===== src/include/rv32i_defines.svh =====
`ifndef RV32I_DEFINES_SVH
`define RV32I_DEFINES_SVH

// datapath width
`define RV_XLEN 32

// architectural register file
`define RV_NUM_REGS 32
`define RV_REG_ADDR_W 5

// addi x0, x0, 0
`define RV_NOP_INSTR 32'h0000_0013

`endif


===== src/hw/operand_sel_pkg.sv =====
`include "rv32i_defines.svh"

package operand_sel_pkg;

    // first ALU operand
    typedef enum logic {
        alu1_rs1 = 1'b0,
        alu1_pc  = 1'b1
    } alumux1_sel_t;

    // second ALU operand
    typedef enum logic [2:0] {
        alu2_i_imm = 3'd0,
        alu2_u_imm = 3'd1,
        alu2_b_imm = 3'd2,
        alu2_s_imm = 3'd3,
        alu2_j_imm = 3'd4,
        alu2_rs2   = 3'd5
    } alumux2_sel_t;

    typedef enum logic {
        cmp_rs2   = 1'b0,
        cmp_i_imm = 1'b1
    } cmpmux_sel_t;

endpackage


===== src/hw/rv32i_types_pkg.sv =====
`include "rv32i_defines.svh"

package rv32i_types_pkg;

    typedef logic [`RV_XLEN-1:0] rv32i_word;
    typedef logic [`RV_REG_ADDR_W-1:0] rv32i_reg;

    // major opcodes of the base integer set
    typedef enum logic [6:0] {
        op_lui   = 7'b0110111,
        op_auipc = 7'b0010111,
        op_jal   = 7'b1101111,
        op_jalr  = 7'b1100111,
        op_br    = 7'b1100011,
        op_load  = 7'b0000011,
        op_store = 7'b0100011,
        op_imm   = 7'b0010011,
        op_reg   = 7'b0110011
    } rv32i_opcode;

    typedef enum logic [2:0] {
        alu_add = 3'b000,
        alu_sll = 3'b001,
        alu_sra = 3'b010,
        alu_sub = 3'b011,
        alu_xor = 3'b100,
        alu_srl = 3'b101,
        alu_or  = 3'b110,
        alu_and = 3'b111
    } alu_ops;

    // same encoding as the branch funct3 field
    typedef enum logic [2:0] {
        beq  = 3'b000,
        bne  = 3'b001,
        blt  = 3'b100,
        bge  = 3'b101,
        bltu = 3'b110,
        bgeu = 3'b111
    } branch_funct3;

    // all zero is a bubble
    typedef struct packed {
        rv32i_opcode  opcode;
        alu_ops       aluop;
        branch_funct3 cmpop;
        logic [2:0]   funct3;
        rv32i_reg     rd;
        logic         load_regfile;
        logic         mem_read;
        logic         mem_write;
        logic         is_branch;
        logic         is_jump;
    } rv32i_control_word;

    typedef struct packed {
        logic [6:0]  funct7;
        rv32i_reg    rs2;
        rv32i_reg    rs1;
        logic [2:0]  funct3;
        rv32i_reg    rd;
        rv32i_opcode opcode;
    } rv32i_r_view;

    typedef struct packed {
        logic [11:0] imm12;
        rv32i_reg    rs1;
        logic [2:0]  funct3;
        rv32i_reg    rd;
        rv32i_opcode opcode;
    } rv32i_i_view;

    typedef union packed {
        rv32i_r_view r;
        rv32i_i_view i;
    } rv32i_instr_u;

endpackage


===== src/hw/control_rom.sv =====
`timescale 1ns/1ps

module control_rom
    import rv32i_types_pkg::*;
    import operand_sel_pkg::*;
(
    input  rv32i_instr_u      instr,
    output rv32i_control_word ctrl,
    output alumux1_sel_t      alumux1_sel,
    output alumux2_sel_t      alumux2_sel,
    output cmpmux_sel_t       cmpmux_sel
);

    logic   known;
    logic   alt_op;
    logic   shift_ok;
    logic   is_slt;
    alu_ops arith_op;

    // bit 30 selects sub and sra, read through whichever view fits the format
    always_comb
    begin
        if (instr.r.opcode == op_reg)
            alt_op = instr.r.funct7[5];
        else
            alt_op = instr.i.imm12[10];

        // upper immediate bits around the shamt must be clear
        shift_ok = (instr.i.imm12[11] == 1'b0) && (instr.i.imm12[9:5] == '0);
        is_slt = (instr.r.funct3[2:1] == 2'b01);

        case (instr.r.funct3)
            3'b000: arith_op = (alt_op && instr.r.opcode == op_reg) ? alu_sub : alu_add;
            3'b001: arith_op = alu_sll;
            3'b100: arith_op = alu_xor;
            3'b101: arith_op = alt_op ? alu_sra : alu_srl;
            3'b110: arith_op = alu_or;
            3'b111: arith_op = alu_and;
            // slt and sltu resolve in the comparator
            default: arith_op = alu_add;
        endcase
    end

    always_comb
    begin
        ctrl = '0;
        alumux1_sel = alu1_rs1;
        alumux2_sel = alu2_i_imm;
        cmpmux_sel = cmp_i_imm;
        known = 1'b1;

        case (instr.r.opcode)
            op_lui:
            begin
                ctrl.load_regfile = 1'b1;
                alumux2_sel = alu2_u_imm;
            end
            op_auipc:
            begin
                ctrl.load_regfile = 1'b1;
                alumux1_sel = alu1_pc;
                alumux2_sel = alu2_u_imm;
            end
            op_jal:
            begin
                ctrl.load_regfile = 1'b1;
                ctrl.is_jump = 1'b1;
                alumux1_sel = alu1_pc;
                alumux2_sel = alu2_j_imm;
            end
            op_jalr:
            begin
                ctrl.load_regfile = 1'b1;
                ctrl.is_jump = 1'b1;
            end
            op_br:
            begin
                ctrl.is_branch = 1'b1;
                ctrl.cmpop = branch_funct3'(instr.r.funct3);
                alumux1_sel = alu1_pc;
                alumux2_sel = alu2_b_imm;
                cmpmux_sel = cmp_rs2;
                if (is_slt)
                    known = 1'b0;
            end
            op_load:
            begin
                ctrl.load_regfile = 1'b1;
                ctrl.mem_read = 1'b1;
            end
            op_store:
            begin
                ctrl.mem_write = 1'b1;
                alumux2_sel = alu2_s_imm;
            end
            op_imm:
            begin
                ctrl.load_regfile = 1'b1;
                ctrl.aluop = arith_op;
                if (is_slt)
                    ctrl.cmpop = instr.r.funct3[0] ? bltu : blt;
                if (instr.r.funct3 == 3'b001 && (alt_op || !shift_ok))
                    known = 1'b0;
                if (instr.r.funct3 == 3'b101 && !shift_ok)
                    known = 1'b0;
            end
            op_reg:
            begin
                ctrl.load_regfile = 1'b1;
                ctrl.aluop = arith_op;
                alumux2_sel = alu2_rs2;
                cmpmux_sel = cmp_rs2;
                if (is_slt)
                    ctrl.cmpop = instr.r.funct3[0] ? bltu : blt;
                if ((instr.r.funct7 & 7'b1011111) != '0)
                    known = 1'b0;
                if (alt_op && instr.r.funct3 != 3'b000 && instr.r.funct3 != 3'b101)
                    known = 1'b0;
            end
            default:
            begin
                known = 1'b0;
            end
        endcase

        if (!known)
        begin
            ctrl = '0;
        end
        else
        begin
            ctrl.opcode = instr.r.opcode;
            ctrl.funct3 = instr.r.funct3;
            // writes to x0 are dropped here
            if (instr.r.rd == '0)
                ctrl.load_regfile = 1'b0;
            if (ctrl.load_regfile)
                ctrl.rd = instr.r.rd;
        end
    end

endmodule


===== src/hw/hazard_unit.sv =====
`timescale 1ns/1ps

module hazard_unit
    import rv32i_types_pkg::*;
(
    input  rv32i_instr_u      instr,
    input  rv32i_control_word id_ex,
    output logic              bubble
);

    logic reads_rs1;
    logic reads_rs2;
    logic dep_rs1;
    logic dep_rs2;

    // which source fields are real operands
    always_comb
    begin
        case (instr.r.opcode)
            op_lui, op_auipc, op_jal:
            begin
                reads_rs1 = 1'b0;
                reads_rs2 = 1'b0;
            end
            op_reg, op_br, op_store:
            begin
                reads_rs1 = 1'b1;
                reads_rs2 = 1'b1;
            end
            default:
            begin
                reads_rs1 = 1'b1;
                reads_rs2 = 1'b0;
            end
        endcase
    end

    assign dep_rs1 = reads_rs1 && (id_ex.rd == instr.r.rs1);
    assign dep_rs2 = reads_rs2 && (id_ex.rd == instr.r.rs2);

    // load in EX has no data until MEM
    assign bubble = id_ex.mem_read && (id_ex.rd != '0) && (dep_rs1 || dep_rs2);

endmodule


===== src/hw/instruction_decode.sv =====
`timescale 1ns/1ps
`include "rv32i_defines.svh"

module instruction_decode
    import rv32i_types_pkg::*;
    import operand_sel_pkg::*;
(
    input  logic              clk,
    input  logic              rst,
    input  rv32i_word         pc,
    input  rv32i_word         instr,
    input  logic              ma_stall,
    input  logic              br_taken,
    input  rv32i_word         wb_data,
    input  rv32i_reg          wb_rd,
    input  logic              wb_load,
    output rv32i_control_word ctrl_out,
    output rv32i_word         instruction_out,
    output rv32i_word         pc_out,
    output rv32i_word         alu_in1_out,
    output rv32i_word         alu_in2_out,
    output rv32i_word         cmp_in_out,
    output rv32i_word         rs1_out,
    output rv32i_word         rs2_out,
    output logic              bubble
);

    rv32i_instr_u      instr_u;
    rv32i_word         i_imm;
    rv32i_word         s_imm;
    rv32i_word         b_imm;
    rv32i_word         u_imm;
    rv32i_word         j_imm;
    rv32i_word         reg_a;
    rv32i_word         reg_b;
    rv32i_word         alu_in1;
    rv32i_word         alu_in2;
    rv32i_word         cmp_in;
    rv32i_control_word ctrl;
    alumux1_sel_t      alumux1_sel;
    alumux2_sel_t      alumux2_sel;
    cmpmux_sel_t       cmpmux_sel;

    assign instr_u = instr;

    // sign extended immediates
    assign i_imm = {{20{instr_u.i.imm12[11]}}, instr_u.i.imm12};
    assign s_imm = {{21{instr[31]}}, instr[30:25], instr[11:7]};
    assign b_imm = {{20{instr[31]}}, instr[7], instr[30:25], instr[11:8], 1'b0};
    assign u_imm = {instr[31:12], 12'h000};
    assign j_imm = {{12{instr[31]}}, instr[19:12], instr[20], instr[30:21], 1'b0};

    regfile regfile0 (
        .clk   (clk),
        .rst   (rst),
        .load  (wb_load),
        .in    (wb_data),
        .src_a (instr_u.r.rs1),
        .src_b (instr_u.r.rs2),
        .dest  (wb_rd),
        .reg_a (reg_a),
        .reg_b (reg_b)
    );

    control_rom control_rom0 (
        .instr       (instr_u),
        .ctrl        (ctrl),
        .alumux1_sel (alumux1_sel),
        .alumux2_sel (alumux2_sel),
        .cmpmux_sel  (cmpmux_sel)
    );

    // compares against the registered load in EX
    hazard_unit hazard_unit0 (
        .instr  (instr_u),
        .id_ex  (ctrl_out),
        .bubble (bubble)
    );

    always_comb
    begin
        case (alumux1_sel)
            alu1_pc: alu_in1 = pc;
            default: alu_in1 = reg_a;
        endcase

        case (alumux2_sel)
            alu2_u_imm: alu_in2 = u_imm;
            alu2_b_imm: alu_in2 = b_imm;
            alu2_s_imm: alu_in2 = s_imm;
            alu2_j_imm: alu_in2 = j_imm;
            alu2_rs2:   alu_in2 = reg_b;
            default:    alu_in2 = i_imm;
        endcase

        case (cmpmux_sel)
            cmp_rs2: cmp_in = reg_b;
            default: cmp_in = i_imm;
        endcase
    end

    // ID/EX register; flush and bubble win over a memory stall
    always_ff @(posedge clk)
    begin
        if (rst)
        begin
            ctrl_out <= '0;
            instruction_out <= '0;
            pc_out <= '0;
            alu_in1_out <= '0;
            alu_in2_out <= '0;
            cmp_in_out <= '0;
            rs1_out <= '0;
            rs2_out <= '0;
        end
        else if (br_taken || bubble)
        begin
            ctrl_out <= '0;
            instruction_out <= `RV_NOP_INSTR;
            pc_out <= '0;
            alu_in1_out <= '0;
            alu_in2_out <= '0;
            cmp_in_out <= '0;
            rs1_out <= '0;
            rs2_out <= '0;
        end
        else if (!ma_stall)
        begin
            ctrl_out <= ctrl;
            instruction_out <= instr;
            pc_out <= pc;
            alu_in1_out <= alu_in1;
            alu_in2_out <= alu_in2;
            cmp_in_out <= cmp_in;
            rs1_out <= reg_a;
            rs2_out <= reg_b;
        end
    end

endmodule


===== src/hw/regfile.sv =====
`timescale 1ns/1ps
`include "rv32i_defines.svh"

module regfile
    import rv32i_types_pkg::*;
(
    input  logic      clk,
    input  logic      rst,
    input  logic      load,
    input  rv32i_word in,
    input  rv32i_reg  src_a,
    input  rv32i_reg  src_b,
    input  rv32i_reg  dest,
    output rv32i_word reg_a,
    output rv32i_word reg_b
);

    // x0 has no storage
    rv32i_word data [1:`RV_NUM_REGS-1];

    always_ff @(posedge clk)
    begin
        if (rst)
        begin
            for (int i = 1; i < `RV_NUM_REGS; i++)
            begin
                data[i] <= '0;
            end
        end
        else if (load && dest != '0)
        begin
            data[dest] <= in;
        end
    end

    // writeback in flight is forwarded to decode
    always_comb
    begin
        if (src_a == '0)
            reg_a = '0;
        else if (load && dest == src_a)
            reg_a = in;
        else
            reg_a = data[src_a];

        if (src_b == '0)
            reg_b = '0;
        else if (load && dest == src_b)
            reg_b = in;
        else
            reg_b = data[src_b];
    end

endmodule


===== config.mk =====
export PLATFORM = sky130hd
export DESIGN_NAME = instruction_decode
export DESIGN_NICKNAME = d
export VERILOG_FILES = /design/src/hw/operand_sel_pkg.sv /design/src/hw/rv32i_types_pkg.sv /design/src/hw/control_rom.sv /design/src/hw/hazard_unit.sv /design/src/hw/instruction_decode.sv /design/src/hw/regfile.sv
export VERILOG_INCLUDE_DIRS = /design/src /design/src/include
export SDC_FILE = /design/constraint.sdc
export NUM_CORES = 2
export LEC_CHECK = 0
export BUFFER_PORTS_ARGS = -buffer_cell sky130_fd_sc_hd__buf_2
export CELL_PAD_IN_SITES_DETAIL_PLACEMENT = 0
export CELL_PAD_IN_SITES_GLOBAL_PLACEMENT = 1
export CORE_MARGIN = 5
export CORE_UTILIZATION = 32
export DETAILED_ROUTE_END_ITERATION = 8
export GPL_ROUTABILITY_DRIVEN = 0
export PLACE_DENSITY = 0.54
export SYNTH_ARGS = -nofsm -noshare
export SYNTH_HDL_FRONTEND = slang
export SYNTH_SLANG_ARGS = --single-unit

===== constraint.sdc =====
create_clock -name clk -period 3 [get_ports clk]
set_input_delay 0.3 -clock clk [delete_from_list [all_inputs] [get_ports clk]]
set_output_delay 0.3 -clock clk [all_outputs]
set_load 0.01 [all_outputs]

==> metrics.log <==
[metrics] cell count after synthesis: around 5000
[metrics] Core Region: between 0.2 and 0.25 sq mm
[metrics] initial standard-cell utilization of the core: 0.321
[metrics] Setup violations, final: 0
[metrics] Max rail drop VDD: 0.426 mV
[metrics] post-synthesis average cell area: approximately 13 sq um
[metrics] Total Die Area: 0.214 sq mm
[metrics] critical path, cell by cell: dlygate4sd3_1, buf_2, buf_4, a21boi_1, nand4_1, or4_1, a21oi_2, buf_12, buf_2
[metrics] Slew headroom: 0.166
[metrics] largest net degree at the start of global routing: slightly above 90
[metrics] min cycle time layout: between 2000 and 3000 ps
[metrics] combinational share of power: 0.147
[metrics] netlist area before placement: roughly 0.066 sq mm
[metrics] data arrival at the endpoint of the critical path: between 2000 and 3000 ps
[metrics] number of failing hold endpoints at the final stage: 0
[metrics] count of final max-slew check failures: 0
[metrics] clock network latency to the later pin of the worst-skew pair: between 800 and 900 ps
[metrics] switching power share of the total: 0.272
[metrics] wire length of the first global-routing pass: slightly above 400000 um
[metrics] count of antenna-violating nets left after detailed routing: 0
[metrics] detailed-route wire length per cell: roughly 35 um
[metrics] CP required: 2700 ps
[metrics] Unique masters post-synth: 77
[metrics] most used cell along the critical path: buf_2
[metrics] sum of overflow across all layers after global routing: 0
[metrics] Worst Max-Slew Pin Slew: roughly 1200 ps
[metrics] status: finished, final reports clean
[metrics] Hold/Removal Path Class: input pin to flop
[metrics] DR pass1 iterations: 7
[metrics] number of synthesized flops with an enable pin: ~1000
[metrics] CTS root buffer: clkbuf_16
[metrics] Tcrit/Tclk final: 0.969
[metrics] DP Worst Slack: -608 ps
[metrics] Fmax: approximately 0.34 GHz
[metrics] unrepaired setup endpoints after global routing: no
[metrics] cell with the most instances after synthesis: edfxtp_1
[metrics] Power Density: 566 mW/mm^2
[metrics] total instance count after detailed placement: approximately 8000
[metrics] H-tree depth reported by CTS: 4
[metrics] Worst Hold Launch: wb_data[7]
[metrics] Total Nets Final: 5800
[metrics] area taken by multi-input logic gates: about 0.028 sq mm
[metrics] cell with the largest stage delay on the worst path: dlygate4sd3_1
[metrics] area fraction of the dominant cell type after synthesis: 0.468
[metrics] number of cells traversed by the worst hold path: 3
[metrics] startpoint of the worst register-to-register path: regfile0.data[23][21]
[metrics] number of clock sinks: 1274
[metrics] final WL: a little under 300000 um
[metrics] all-layer global routing usage: 0.267
[metrics] largest fanout of any net on the critical path: 11
[metrics] Max Buffers Root-to-Sink: 3
[metrics] biggest area contributors in the synthesized netlist: edfxtp_1 47%, mux4_2 13%, and2_1 9.5%
[metrics] area leader, netlist: edfxtp_1
[metrics] endpoint of the worst-slack reg-to-reg timing path: rs1_out[21]
[metrics] post-layout power: 45.5 mW
[metrics] width of the die: 463 um
[metrics] Internal: 33.1 mW
[metrics] Fillers: ~19000
[metrics] worst stage delay on the critical path: between 500 and 600 ps
[metrics] switching power: roughly 12 mW
[metrics] Register-to-Register Path Depth: 8
[metrics] total DRC errors in the routed layout: 0
[metrics] CTS tree: built
[metrics] kind of cell adding the most delay to the critical path: buffers and inverters
[metrics] synthesis warning total: 0
[metrics] most frequent cells after synthesis: 1024 x edfxtp_1, 995 x and2_1, 387 x clkbuf_1, 380 x mux4_2, 277 x mux2i_1
[metrics] Bufs and invs on worst path: 5
[metrics] clock-pin slew on the worst setup and hold paths: ~60 ps
[metrics] buffers added on ports: 356
[metrics] worst min-delay path endpoint: alu_in1_out[7]
[metrics] final HPWL from detailed placement: 202000 um
[metrics] flip-flop and latch count after synthesis: approximately 1300
[metrics] CTS Buf Count: 151
[metrics] # IOs: approximately 360
[metrics] sequential cell fraction of total power: 0.451
[metrics] Die Ht: about 460 um
[metrics] leakage power: 30.1 nW
[metrics] share of post-route cells with drive strength above 1: 0.305
[metrics] # Max-Cap Violations: 0
[metrics] share of async-settable or async-resettable flops after synthesis: 0
[metrics] via count of the first global-routing pass: between 40000 and 50000
[metrics] post-synthesis to final-layout area growth: 22.2%
[metrics] main flop type after synthesis: edfxtp_1
[metrics] total via count in the routed design: just under 50000
[metrics] Sequential Area: 0.0358 sq mm
[metrics] antenna violations before repair: 25
[metrics] startpoint type of the worst setup path: input pin
[metrics] sequential fraction of the synthesis area: 0.544
[metrics] register-to-register setup slack: 180 ps
[metrics] number of vias per cell after detailed routing: around 5.6
[metrics] least setup slack across all paths after layout: 93.2 ps
[metrics] Clock Skews: slightly below 50 ps
[metrics] category of the worst setup path capture point: primary output
[metrics] portion of total power attributed to the clock network: 0.402
[metrics] final non-filler cell total: between 8000 and 9000
[metrics] number of violations reported at the end of detailed-routing iteration 0: 5602
[metrics] Site Rows: approximately 170
[metrics] Layout Utilization: 0.393
[metrics] classification of the worst setup path: input pin to primary output
==> flip-flops by register name, indices dropped and copies added (netlist names) <==
register,cells
regfile0.data,1024
cmp_in_out,32
rs2_out,32
ctrl_out,26
pc_out,32
alu_in2_out,32
rs1_out,32
instruction_out,32
alu_in1_out,32
==> routing by layer <==
metal / share of wire / GRT usage / up-vias
met5: 0.000061 / 0 / -
met4: 0.047 / 0.115 / 2
met3: 0.073 / 0.0529 / 453
met2: 0.46 / 0.428 / 2151
met1: 0.42 / 0.353 / 25094
li1: - / - / 20330
==> per-stage QoR <==
step	setup TNS, ps	area (sq um)	hold slack (ps)
after global placement	-2470	74700	435
after global routing	0	80300	22.6
after floorplan	0	65800	399
after CTS	0	80300	9.44
final	0	80300	62.6
after detailed placement	-2640	74700	441
==> power groups by stage <==
stage               combinational, mW  sequential [mW]  clock [mW]
detailed placement               6.57             20.8           0
global placement                 6.56             20.8           0
CTS                              6.66             20.5        18.6
finish                           6.69             20.5        18.3
floorplan                        3.09             20.7           0
global route                     6.90             20.6        19.2
==> kinds of logic after synthesis <==
kind of cell,synth area share
buffers and inverters,0.0352
other,0.0000571
muxes,0.196
DFF,0.544
xor gates and xnor gates,0.00267
AOI/OAI and AO/OA,0.0795
and+or+nand+nor,0.143
==> tightest hold or removal path: stages <==
cell and delay (ps):
buf_2 320, nand2_1 150, nand2_1 40
==> cells in the final DEF (no fill, tap or decap), types with 20 or more instances in the layout <==
master	synthesis	final
a211oi_1	30	30
a21o_1	31	31
a21oi_1	129	129
a221oi_1	110	109
a222oi_1	34	34
a22oi_1	40	40
and2_1	995	995
buf_12	0	115
buf_2	95	347
buf_4	12	469
clkbuf_1	387	33
clkbuf_16	0	155
clkinv_1	2	28
conb_1	1	32
dfxtp_1	250	247
dlygate4sd3_1	0	71
edfxtp_1	1024	1024
mux2_2	136	136
mux2i_1	277	277
mux4_2	380	380
nand2_1	230	230
nand3_1	44	44
nor2_1	264	231
nor2_2	0	33
nor2b_1	42	38
nor3_1	24	20
o21ai_0	69	69
o221ai_1	82	82
o22ai_1	32	32
or2_2	37	37
==> what timing repair did <==
| action | in CTS | in global routing |
|---|---|---|
| hold endpoints to repair | 110 | 0 |
| setup buffers | 0 | 0 |
| setup endpoints to repair | 1 | 1 |
| gates resized for setup | 1 | 4 |
| hold buffers | 71 | 0 |
==> how the worst max path moves through the flow <==
| stage | start | to | slack (ps) | cells past startpoint |
|---|---|---|---|---|
| global placement | instr[15] | rs1_out[7] | -630 | 10 |
| detailed placement | instr[15] | rs1_out[7] | -610 | 10 |
| CTS | ctrl_out[5] | bubble | 20 | 6 |
| floorplan | instr[15] | rs1_out[10] | 370 | 10 |
| global route | instr[5] | bubble | 10 | 9 |
| finish | instr[5] | bubble | 90 | 9 |
==> final cells by class <==
type | count | area share
sequential | 1274 | 0.445
clock buffer | 200 | 0.0518
antenna | 14 | 0.000436
multi-input combinational | 3240 | 0.348
timing repair buffer | 1007 | 0.104
inverter | 20 | 0.000935
clock inverter | 70 | 0.00827
tap | 2688 | 0.0419
Note: power is estimated with default switching activity, not from simulation.
